<file path="src/hw/rv_pkg.sv">
package rv_pkg;

  typedef logic [31:0] word_t;
  typedef logic [4:0]  reg_addr_t;
  typedef logic [3:0]  byte_en_t;
  typedef logic [3:0]  alu_op_t;

  localparam alu_op_t ALU_ADD    = 4'd0;
  localparam alu_op_t ALU_SUB    = 4'd1;
  localparam alu_op_t ALU_SLL    = 4'd2;
  localparam alu_op_t ALU_SLT    = 4'd3;
  localparam alu_op_t ALU_SLTU   = 4'd4;
  localparam alu_op_t ALU_XOR    = 4'd5;
  localparam alu_op_t ALU_SRL    = 4'd6;
  localparam alu_op_t ALU_SRA    = 4'd7;
  localparam alu_op_t ALU_OR     = 4'd8;
  localparam alu_op_t ALU_AND    = 4'd9;
  localparam alu_op_t ALU_PASS_B = 4'd10;

  localparam logic [1:0] SRC_A_RS1  = 2'd0;
  localparam logic [1:0] SRC_A_PC   = 2'd1;
  localparam logic [1:0] SRC_A_ZERO = 2'd2;
  localparam logic [1:0] SRC_B_RS2  = 2'd0;
  localparam logic [1:0] SRC_B_IMM  = 2'd1;

  localparam logic [1:0] WB_ALU  = 2'd0;
  localparam logic [1:0] WB_LOAD = 2'd1;
  localparam logic [1:0] WB_LINK = 2'd2;

  // Size codes equal funct3[1:0] of the load and store encodings
  localparam logic [1:0] SIZE_BYTE = 2'd0;
  localparam logic [1:0] SIZE_HALF = 2'd1;
  localparam logic [1:0] SIZE_WORD = 2'd2;

  localparam logic [2:0] BR_NONE = 3'd0;
  localparam logic [2:0] BR_EQ   = 3'd1;
  localparam logic [2:0] BR_NE   = 3'd2;
  localparam logic [2:0] BR_LT   = 3'd3;
  localparam logic [2:0] BR_GE   = 3'd4;
  localparam logic [2:0] BR_LTU  = 3'd5;
  localparam logic [2:0] BR_GEU  = 3'd6;

  localparam logic [6:0] OPC_LUI    = 7'h37;
  localparam logic [6:0] OPC_AUIPC  = 7'h17;
  localparam logic [6:0] OPC_JAL    = 7'h6f;
  localparam logic [6:0] OPC_JALR   = 7'h67;
  localparam logic [6:0] OPC_BRANCH = 7'h63;
  localparam logic [6:0] OPC_LOAD   = 7'h03;
  localparam logic [6:0] OPC_STORE  = 7'h23;
  localparam logic [6:0] OPC_OPIMM  = 7'h13;
  localparam logic [6:0] OPC_OP     = 7'h33;

  localparam word_t RESET_PC = 32'h0000_0000;

  // All-zero value is the inactive control word
  typedef struct packed {
    logic       reg_wr;
    logic [1:0] wb_sel;
    logic       mem_rd;
    logic       mem_wr;
    logic [1:0] mem_size;
    logic       load_unsigned;
    logic [1:0] src_a;
    logic [1:0] src_b;
    alu_op_t    alu_op;
    logic [2:0] branch;
    logic       jal;
    logic       jalr;
    word_t      imm;
  } ctrl_t;

endpackage

</file>
<file path="src/hw/rv_core.sv">
`timescale 1ns/1ps

module rv_core (
  input  logic             clk,
  input  logic             reset,
  output rv_pkg::word_t    instr_addr,
  input  rv_pkg::word_t    instr_in,
  output rv_pkg::word_t    data_addr,
  output rv_pkg::byte_en_t data_wr,
  input  rv_pkg::word_t    data_in,
  output logic [7:0]       data_out0,
  output logic [7:0]       data_out1,
  output logic [7:0]       data_out2,
  output logic [7:0]       data_out3
);

  rv_pkg::word_t instr;
  rv_pkg::word_t pc;
  logic          valid;
  rv_pkg::ctrl_t ctrl;
  rv_pkg::word_t rs1_data;
  rv_pkg::word_t rs2_data;
  rv_pkg::word_t alu_result;
  logic          taken;
  rv_pkg::word_t target;
  rv_pkg::word_t wb_data;

  rv_regfile rv_regfile_i (
    .clk      (clk),
    .reset    (reset),
    .wr       (ctrl.reg_wr),
    .rs1_addr (instr[19:15]),
    .rs2_addr (instr[24:20]),
    .rd_addr  (instr[11:7]),
    .wd       (wb_data),
    .rs1_data (rs1_data),
    .rs2_data (rs2_data)
  );

  rv_fetch rv_fetch_i (
    .clk        (clk),
    .reset      (reset),
    .taken      (taken),
    .target     (target),
    .instr_addr (instr_addr),
    .instr_in   (instr_in),
    .instr      (instr),
    .pc         (pc),
    .valid      (valid)
  );

  rv_decode rv_decode_i (
    .instr (instr),
    .valid (valid),
    .ctrl  (ctrl)
  );

  rv_execute rv_execute_i (
    .ctrl       (ctrl),
    .rs1_data   (rs1_data),
    .rs2_data   (rs2_data),
    .pc         (pc),
    .alu_result (alu_result),
    .taken      (taken),
    .target     (target)
  );

  rv_lsu rv_lsu_i (
    .ctrl       (ctrl),
    .alu_result (alu_result),
    .rs2_data   (rs2_data),
    .pc         (pc),
    .data_in    (data_in),
    .data_addr  (data_addr),
    .data_wr    (data_wr),
    .data_out0  (data_out0),
    .data_out1  (data_out1),
    .data_out2  (data_out2),
    .data_out3  (data_out3),
    .wb_data    (wb_data)
  );

endmodule

</file>
<file path="src/hw/rv_decode.sv">
`timescale 1ns/1ps

module rv_decode (
  input  rv_pkg::word_t instr,
  input  logic          valid,
  output rv_pkg::ctrl_t ctrl
);

  logic [6:0]      opcode;
  logic [2:0]      funct3;
  logic            alt;
  rv_pkg::alu_op_t alu_fn;
  rv_pkg::word_t   imm_i;
  rv_pkg::word_t   imm_s;
  rv_pkg::word_t   imm_b;
  rv_pkg::word_t   imm_u;
  rv_pkg::word_t   imm_j;

  assign opcode = instr[6:0];
  assign funct3 = instr[14:12];
  // funct7 bit 5 selects SUB and SRA
  assign alt    = instr[30];

  assign imm_i = {{20{instr[31]}}, instr[31:20]};
  assign imm_s = {{20{instr[31]}}, instr[31:25], instr[11:7]};
  assign imm_b = {{19{instr[31]}}, instr[31], instr[7], instr[30:25], instr[11:8], 1'b0};
  assign imm_u = {instr[31:12], 12'b0};
  assign imm_j = {{11{instr[31]}}, instr[31], instr[19:12], instr[20], instr[30:21], 1'b0};

  always_comb begin
    case (funct3)
      3'd0:    alu_fn = (opcode == rv_pkg::OPC_OP && alt) ? rv_pkg::ALU_SUB : rv_pkg::ALU_ADD;
      3'd1:    alu_fn = rv_pkg::ALU_SLL;
      3'd2:    alu_fn = rv_pkg::ALU_SLT;
      3'd3:    alu_fn = rv_pkg::ALU_SLTU;
      3'd4:    alu_fn = rv_pkg::ALU_XOR;
      3'd5:    alu_fn = alt ? rv_pkg::ALU_SRA : rv_pkg::ALU_SRL;
      3'd6:    alu_fn = rv_pkg::ALU_OR;
      default: alu_fn = rv_pkg::ALU_AND;
    endcase
  end

  always_comb begin
    ctrl = '0;
    case (opcode)
      rv_pkg::OPC_LUI, rv_pkg::OPC_AUIPC: begin
        ctrl.reg_wr = 1'b1;
        ctrl.src_a  = (opcode == rv_pkg::OPC_LUI) ? rv_pkg::SRC_A_ZERO : rv_pkg::SRC_A_PC;
        ctrl.src_b  = rv_pkg::SRC_B_IMM;
        ctrl.alu_op = rv_pkg::ALU_ADD;
        ctrl.imm    = imm_u;
      end
      rv_pkg::OPC_JAL, rv_pkg::OPC_JALR: begin
        ctrl.reg_wr = 1'b1;
        ctrl.wb_sel = rv_pkg::WB_LINK;
        ctrl.src_b  = rv_pkg::SRC_B_IMM;
        ctrl.alu_op = rv_pkg::ALU_PASS_B;
        ctrl.jal    = (opcode == rv_pkg::OPC_JAL);
        ctrl.jalr   = (opcode == rv_pkg::OPC_JALR);
        ctrl.imm    = (opcode == rv_pkg::OPC_JAL) ? imm_j : imm_i;
      end
      rv_pkg::OPC_BRANCH: begin
        ctrl.imm = imm_b;
        case (funct3)
          3'd0:    ctrl.branch = rv_pkg::BR_EQ;
          3'd1:    ctrl.branch = rv_pkg::BR_NE;
          3'd4:    ctrl.branch = rv_pkg::BR_LT;
          3'd5:    ctrl.branch = rv_pkg::BR_GE;
          3'd6:    ctrl.branch = rv_pkg::BR_LTU;
          3'd7:    ctrl.branch = rv_pkg::BR_GEU;
          default: ctrl.branch = rv_pkg::BR_NONE;
        endcase
      end
      rv_pkg::OPC_LOAD: begin
        ctrl.reg_wr        = 1'b1;
        ctrl.wb_sel        = rv_pkg::WB_LOAD;
        ctrl.mem_rd        = 1'b1;
        ctrl.mem_size      = funct3[1:0];
        ctrl.load_unsigned = funct3[2];
        ctrl.src_b         = rv_pkg::SRC_B_IMM;
        ctrl.alu_op        = rv_pkg::ALU_ADD;
        ctrl.imm           = imm_i;
      end
      rv_pkg::OPC_STORE: begin
        ctrl.mem_wr   = 1'b1;
        ctrl.mem_size = funct3[1:0];
        ctrl.src_b    = rv_pkg::SRC_B_IMM;
        ctrl.alu_op   = rv_pkg::ALU_ADD;
        ctrl.imm      = imm_s;
      end
      rv_pkg::OPC_OPIMM: begin
        ctrl.reg_wr = 1'b1;
        ctrl.src_b  = rv_pkg::SRC_B_IMM;
        ctrl.alu_op = alu_fn;
        ctrl.imm    = imm_i;
      end
      rv_pkg::OPC_OP: begin
        ctrl.reg_wr = 1'b1;
        ctrl.src_b  = rv_pkg::SRC_B_RS2;
        ctrl.alu_op = alu_fn;
      end
      default: ctrl = '0;
    endcase
    // Squashed and reset slots must not write or store
    if (!valid) begin
      ctrl = '0;
    end
  end

endmodule

</file>
<file path="src/hw/rv_execute.sv">
`timescale 1ns/1ps

module rv_execute (
  input  rv_pkg::ctrl_t ctrl,
  input  rv_pkg::word_t rs1_data,
  input  rv_pkg::word_t rs2_data,
  input  rv_pkg::word_t pc,
  output rv_pkg::word_t alu_result,
  output logic          taken,
  output rv_pkg::word_t target
);

  rv_pkg::word_t op_a;
  rv_pkg::word_t op_b;
  logic [4:0]    shamt;
  logic          cond;

  always_comb begin
    case (ctrl.src_a)
      rv_pkg::SRC_A_RS1: op_a = rs1_data;
      rv_pkg::SRC_A_PC:  op_a = pc;
      default:           op_a = '0;
    endcase
    op_b = (ctrl.src_b == rv_pkg::SRC_B_IMM) ? ctrl.imm : rs2_data;
  end

  assign shamt = op_b[4:0];

  always_comb begin
    case (ctrl.alu_op)
      rv_pkg::ALU_ADD:    alu_result = op_a + op_b;
      rv_pkg::ALU_SUB:    alu_result = op_a - op_b;
      rv_pkg::ALU_SLL:    alu_result = op_a << shamt;
      rv_pkg::ALU_SLT:    alu_result = {31'b0, $signed(op_a) < $signed(op_b)};
      rv_pkg::ALU_SLTU:   alu_result = {31'b0, op_a < op_b};
      rv_pkg::ALU_XOR:    alu_result = op_a ^ op_b;
      rv_pkg::ALU_SRL:    alu_result = op_a >> shamt;
      rv_pkg::ALU_SRA:    alu_result = $unsigned($signed(op_a) >>> shamt);
      rv_pkg::ALU_OR:     alu_result = op_a | op_b;
      rv_pkg::ALU_AND:    alu_result = op_a & op_b;
      rv_pkg::ALU_PASS_B: alu_result = op_b;
      default:            alu_result = op_a + op_b;
    endcase
  end

  // Branches always compare the two registers, whatever the ALU operands are
  always_comb begin
    case (ctrl.branch)
      rv_pkg::BR_EQ:  cond = (rs1_data == rs2_data);
      rv_pkg::BR_NE:  cond = (rs1_data != rs2_data);
      rv_pkg::BR_LT:  cond = ($signed(rs1_data) < $signed(rs2_data));
      rv_pkg::BR_GE:  cond = ($signed(rs1_data) >= $signed(rs2_data));
      rv_pkg::BR_LTU: cond = (rs1_data < rs2_data);
      rv_pkg::BR_GEU: cond = (rs1_data >= rs2_data);
      default:        cond = 1'b0;
    endcase
  end

  assign taken  = cond | ctrl.jal | ctrl.jalr;
  assign target = ctrl.jalr ? ((rs1_data + ctrl.imm) & ~32'd1) : (pc + ctrl.imm);

endmodule

</file>
<file path="src/hw/rv_fetch.sv">
`timescale 1ns/1ps

module rv_fetch (
  input  logic          clk,
  input  logic          reset,
  input  logic          taken,
  input  rv_pkg::word_t target,
  output rv_pkg::word_t instr_addr,
  input  rv_pkg::word_t instr_in,
  output rv_pkg::word_t instr,
  output rv_pkg::word_t pc,
  output logic          valid
);

  rv_pkg::word_t fetch_pc;

  // A taken transfer redirects the PC and drops the word fetched alongside it
  always_ff @(posedge clk) begin
    if (reset) begin
      fetch_pc <= rv_pkg::RESET_PC;
      valid    <= 1'b0;
    end else begin
      if (taken) begin
        fetch_pc <= target;
      end else begin
        fetch_pc <= fetch_pc + 32'd4;
      end
      valid <= ~taken;
    end
  end

  always_ff @(posedge clk) begin
    instr <= instr_in;
    pc    <= fetch_pc;
  end

  assign instr_addr = fetch_pc;

  // JALR only clears bit 0, so a bad target would show up here
  a_fetch_aligned: assert property (@(posedge clk) disable iff (reset)
    instr_addr[1:0] == 2'b00)
    else $error("rv_fetch: misaligned fetch address %h", instr_addr);

endmodule

</file>
<file path="src/hw/rv_lsu.sv">
`timescale 1ns/1ps

module rv_lsu (
  input  rv_pkg::ctrl_t    ctrl,
  input  rv_pkg::word_t    alu_result,
  input  rv_pkg::word_t    rs2_data,
  input  rv_pkg::word_t    pc,
  input  rv_pkg::word_t    data_in,
  output rv_pkg::word_t    data_addr,
  output rv_pkg::byte_en_t data_wr,
  output logic [7:0]       data_out0,
  output logic [7:0]       data_out1,
  output logic [7:0]       data_out2,
  output logic [7:0]       data_out3,
  output rv_pkg::word_t    wb_data
);

  logic [1:0]       offset;
  rv_pkg::byte_en_t size_mask;
  rv_pkg::word_t    store_data;
  rv_pkg::word_t    load_word;
  rv_pkg::word_t    load_val;

  assign data_addr = {alu_result[31:2], 2'b00};
  assign offset    = alu_result[1:0];

  // Replicating the data means the mask alone picks the lanes
  always_comb begin
    case (ctrl.mem_size)
      rv_pkg::SIZE_BYTE: begin
        size_mask  = 4'b0001;
        store_data = {4{rs2_data[7:0]}};
      end
      rv_pkg::SIZE_HALF: begin
        size_mask  = 4'b0011;
        store_data = {2{rs2_data[15:0]}};
      end
      default: begin
        size_mask  = 4'b1111;
        store_data = rs2_data;
      end
    endcase
  end

  assign data_wr   = ctrl.mem_wr ? rv_pkg::byte_en_t'(size_mask << offset) : '0;
  assign data_out0 = store_data[7:0];
  assign data_out1 = store_data[15:8];
  assign data_out2 = store_data[23:16];
  assign data_out3 = store_data[31:24];

  assign load_word = ctrl.mem_rd ? (data_in >> {offset, 3'b000}) : '0;

  always_comb begin
    case (ctrl.mem_size)
      rv_pkg::SIZE_BYTE: load_val = {{24{load_word[7] & ~ctrl.load_unsigned}}, load_word[7:0]};
      rv_pkg::SIZE_HALF: load_val = {{16{load_word[15] & ~ctrl.load_unsigned}}, load_word[15:0]};
      default:           load_val = load_word;
    endcase
  end

  always_comb begin
    case (ctrl.wb_sel)
      rv_pkg::WB_LOAD: wb_data = load_val;
      rv_pkg::WB_LINK: wb_data = pc + 32'd4;
      default:         wb_data = alu_result;
    endcase
  end

  // Half and word stores must be naturally aligned
  always_comb begin
    if (ctrl.mem_wr && ctrl.mem_size == rv_pkg::SIZE_HALF) begin
      a_half_mask: assert final (data_wr == 4'b0011 || data_wr == 4'b1100)
        else $error("rv_lsu: half store mask %b", data_wr);
    end
    if (ctrl.mem_wr && ctrl.mem_size == rv_pkg::SIZE_WORD) begin
      a_word_mask: assert final (data_wr == 4'b1111)
        else $error("rv_lsu: word store mask %b", data_wr);
    end
  end

endmodule

</file>
<file path="src/hw/rv_regfile.sv">
`timescale 1ns/1ps

module rv_regfile (
  input  logic              clk,
  input  logic              reset,
  input  logic              wr,
  input  rv_pkg::reg_addr_t rs1_addr,
  input  rv_pkg::reg_addr_t rs2_addr,
  input  rv_pkg::reg_addr_t rd_addr,
  input  rv_pkg::word_t     wd,
  output rv_pkg::word_t     rs1_data,
  output rv_pkg::word_t     rs2_data
);

  // No storage behind x0
  rv_pkg::word_t regs [1:31];

  always_ff @(posedge clk) begin
    if (reset) begin
      for (int i = 1; i < 32; i++) begin
        regs[i] <= '0;
      end
    end else if (wr && rd_addr != '0) begin
      regs[rd_addr] <= wd;
    end
  end

  assign rs1_data = (rs1_addr == '0) ? '0 : regs[rs1_addr];
  assign rs2_data = (rs2_addr == '0) ? '0 : regs[rs2_addr];

  a_x0_zero: assert property (@(posedge clk) disable iff (reset)
    ((rs1_addr == '0) |-> (rs1_data == '0)) and ((rs2_addr == '0) |-> (rs2_data == '0)))
    else $error("rv_regfile: x0 read back nonzero");

endmodule
</file>
<file path="config.mk">
export PLATFORM = sky130hd
export DESIGN_NAME = rv_core
export DESIGN_NICKNAME = d
export VERILOG_FILES = /design/src/hw/rv_pkg.sv /design/src/hw/rv_core.sv /design/src/hw/rv_decode.sv /design/src/hw/rv_execute.sv /design/src/hw/rv_fetch.sv /design/src/hw/rv_lsu.sv /design/src/hw/rv_regfile.sv
export SDC_FILE = /design/constraint.sdc
export NUM_CORES = 2
export LEC_CHECK = 0
export BUFFER_PORTS_ARGS = -buffer_cell sky130_fd_sc_hd__buf_2
export CELL_PAD_IN_SITES_DETAIL_PLACEMENT = 0
export CELL_PAD_IN_SITES_GLOBAL_PLACEMENT = 2
export CORE_UTILIZATION = 44
export CTS_CLUSTER_SIZE = 30
export DETAILED_ROUTE_END_ITERATION = 12
export HOLD_SLACK_MARGIN = 0.02
export PLACE_DENSITY_LB_ADDON = 0.1
export SETUP_SLACK_MARGIN = 0.4
export SLEW_MARGIN = 20
export SYNTH_ARGS = -nofsm -noshare
export SYNTH_HDL_FRONTEND = slang
export SYNTH_SLANG_ARGS = --single-unit
</file>
<file path="constraint.sdc">
create_clock -name clk -period 10.8 [get_ports clk]
set_input_delay 0.54 -clock clk [delete_from_list [all_inputs] [get_ports clk]]
set_output_delay 0.54 -clock clk [all_outputs]
set_load 0.05 [all_outputs]
</file>
==> key figures <==
Clock network
  – H-tree levels: 4
  – Clk slew on worst S/H paths: 0.06 ns
  – CTS tree: built
  – Clock sinks: 1121
  – Clock Tree Buf Depth: 3
  – CTS root buf: clkbuf_16
  – Clock Latency Late Sink: 0.82 ns
  – CTS buffer count: 131

Power
  – Worst VDD drop: 0.179 mV
  – Leak Pwr: 0.0307 µW
  – Reg power frac: 0.371
  – Clock share of power: 0.321
  – Switching share of power: 0.378
  – Cell Pwr Density: 167 nW/µm²
  – P_sw: 5130 µW
  – Gate power share: 0.308
  – P_int: 8450 µW

Synthesis
  – Async SR Flop Fraction: 0
  – Post-synth top flop: edfxtp_1
  – Synthesized area per cell: 11.1 µm²
  – Yosys warning total: 0
  – Netlist Area Pre-Place: 72500 µm²
  – Area leader, netlist: edfxtp_1
  – #FFs+latches synth: 1121
  – Sequential share of the synthesized area: 0.451
  – Top cells by area, synth: edfxtp_1 42%, mux4_2 14%, a21oi_1 5.2%
  – Commonest cells in the netlist: 1024 x edfxtp_1, 778 x nor2_1, 758 x a21oi_1
  – Synth top area share: 0.424
  – Mapped Cells: 6531
  – Number of flops mapped to enable cells by yosys: 1024
  – Most frequent cell after synthesis: edfxtp_1
  – Unique masters post-synth: 108

Cells and area
  – Fin cells: 8877
  – Post-layout util: 0.497
  – Total Nets Final: 6850
  – Layout cells sized above 1: 0.199
  – Area Growth Syn to Fin: 12.0%

Placement
  – Port Buffer Count: 163
  – Placed cell count: 8594
  – Gpl congestion: 1.00
  – Dpl ws: 1.24 ns
  – Hpwl dp: 237000 µm

STA
  – Final Cycle Share: 0.970
  – Fmax: 95.4 MHz
  – Worst slew pin tran: 1.29 ns
  – Sum Neg Setup Slack: 0 ns
  – Worst Hold Margin: 0.364 ns
  – Clock Skew: 0.0519 ns
  – Unrepaired setup endpoints after global routing: false
  – Max-slew violations: 0
  – PnR worst setup slack: 0.322 ns
  – Slew HR: 0.132
  – Min Clock Period, post-route: 10.48 ns
  – Final setup viols: 0
  – Final-report hold violation count: 0

Setup path
  – Crit path max fanout: 47
  – Worst setup path startpoint: rv_fetch_i.instr[15]
  – Cells along the critical path: buf_12, mux4_2, a22oi_1, nand4_1, a22oi_1, inv_1, ha_1, inv_1, o2111ai_1, o211ai_1, a221oi_1, o31ai_1, a31oi_1, o21ai_0, a2111oi_1, o31ai_1, a221oi_1, a21oi_1, or4_1, buf_2
  – Top delay family on crit path: compound AO/OA/AOI/OAI gates
  – R2R Path Start: rv_fetch_i.instr[15]
  – Crit path DAT: 9.94 ns
  – Worst Setup End Kind: output port
  – CP bufs+invs: 4
  – Setup Crit Path Kind: flip-flop to output port
  – Worst path max stage delay: 0.89 ns
  – Worst endpoint required time: 10.26 ns
  – Worst path slowest cell: a22oi_1
  – Setup crit start kind: flip-flop

Route
  – Initial DRC count: 9761
  – DRT Pass-1 Iters: 8
  – Vias: 62331
  – Vias per Instance: 7.02
  – Post-route ant nets: 0
  – # DRC: 0
  – Total routed wirelength: 359000 µm
  – WL per Instance: 40.5 µm

Run status
  – Outcome: finished clean

Global routing
  – Met3 usage: 0.0954
  – First-pass GRT wire length: 486000 µm
  – Initial antenna violation count: 20
  – Largest net degree at the start of global routing: 94
  – Vias in the first global route: 59234
  – Most Crowded Layer GR: met2
  – Met1 Resource Use GR: 0.535
  – Global Route Usage Sum: 0.422
  – Grt total ovfl: 0
  – Met2 usage: 0.650

Min path
  – Worst Hold Launch: instr_in[11]
  – HP Class: input pin to flip-flop

Die
  – Starting density of the core: 0.444
  – Row count: 148
  – Die W: 408 µm
  – Ports: 166
  – Die Span Y: 408 µm
  – Core box area: 163000 µm²
  – Die area: 166000 µm²

Job
  – Maxcap violations: 0
## stage by stage
step | area (µm²) | total power, µW
2_1_floorplan | 72600 | 7500
3_3_place_gp | 76600 | 9130
3_5_place_dp | 76600 | 9140
4_1_cts | 81100 | 13500
5_1_grt | 81100 | 13900
6_report | 81100 | 13600
## kinds of logic after synthesis
| family | synth area share |
|---|---|
| buffers and inverters | 0.0460 |
| DFF | 0.451 |
| and+or+nand+nor | 0.105 |
| AOI/OAI and AO/OA | 0.156 |
| xor gates and xnor gates | 0.0146 |
| adders and majority gates | 0.0346 |
| muxes | 0.192 |
| other | 0.0000517 |
## metal layers
metal	vias up	part of all wire
met5	-	0.00019
met4	12	0.077
li1	25188	-
met1	31578	0.37
met3	1057	0.11
met2	4496	0.44
## timing repair
item | in CTS | in global routing
resized for setup | 0 | 3
hold buffers | 32 | 0
setup endpoints to repair | 0 | 3
hold endpoints to repair | 32 | 0
buffers inserted | 0 | 1
## worst reg2reg max path: cells and delay by family (launching register included)
kind                       cells  cell delay (ns)
AOI/OAI and AO/OA             14             5.19
adders and majority gates      1             0.49
buffers and inverters          4             1.09
DFF                            1             0.71
muxes                          1             0.71
and+or+nand+nor                2             1.47
## cell usage in the layout (no fill, tap or decap), drive strengths merged, types with 40 or more instances in the layout
cell type,count
a211oi,104
a21o,58
a21oi,774
a22oi,211
buf,466
clkbuf,164
clkinv,64
dfxtp,97
edfxtp,1024
ha,194
inv,183
mux2i,373
mux4,438
nand2,393
nand2b,52
nand3,140
nand4,42
nor2,781
nor2b,46
nor3,92
o21ai,175
o221ai,40
xnor2,75
xor2,46
## sequential cells by signal, indices dropped and copies added, names as in the netlist
name / cells
rv_fetch_i.valid: 1
rv_regfile_i.regs: 1024
rv_fetch_i.instr: 32
rv_fetch_i.instr_addr: 32
rv_fetch_i.pc: 32
## layout make-up
type | count | area (µm²)
fillers | 14824 | 82000
inverters | 178 | 668
diodes | 10 | 25.0
multi-input cells | 4656 | 37200
well taps | 2175 | 2720
repair buffers | 498 | 3660
clock inverters | 75 | 686
clock buffers | 164 | 3460
flip-flops and latches | 1121 | 32700
## power by group through the flow
stage | Sequential [µW] | Combinational [µW] | Clock, µW
6_report | 5050 | 4180 | 4360
5_1_grt | 5060 | 4280 | 4550
4_1_cts | 5040 | 4030 | 4380
3_5_place_dp | 5130 | 4010 | 0
3_3_place_gp | 5120 | 4010 | 0
2_1_floorplan | 5070 | 2440 | 0
## worst paths after layout
| kind | endpoint | slack, ns | cells past startpoint |
|---|---|---|---|
| max | data_addr[29] | 0.32 | 20 |
| min | rv_fetch_i.instr[11] | 0.36 | 2 |
| max reg2reg | rv_regfile_i.regs[24][29] | 0.88 | 22 |
| min reg2reg | rv_fetch_i.pc[15] | 0.38 | 0 |
(Power assumes the default switching activity.)
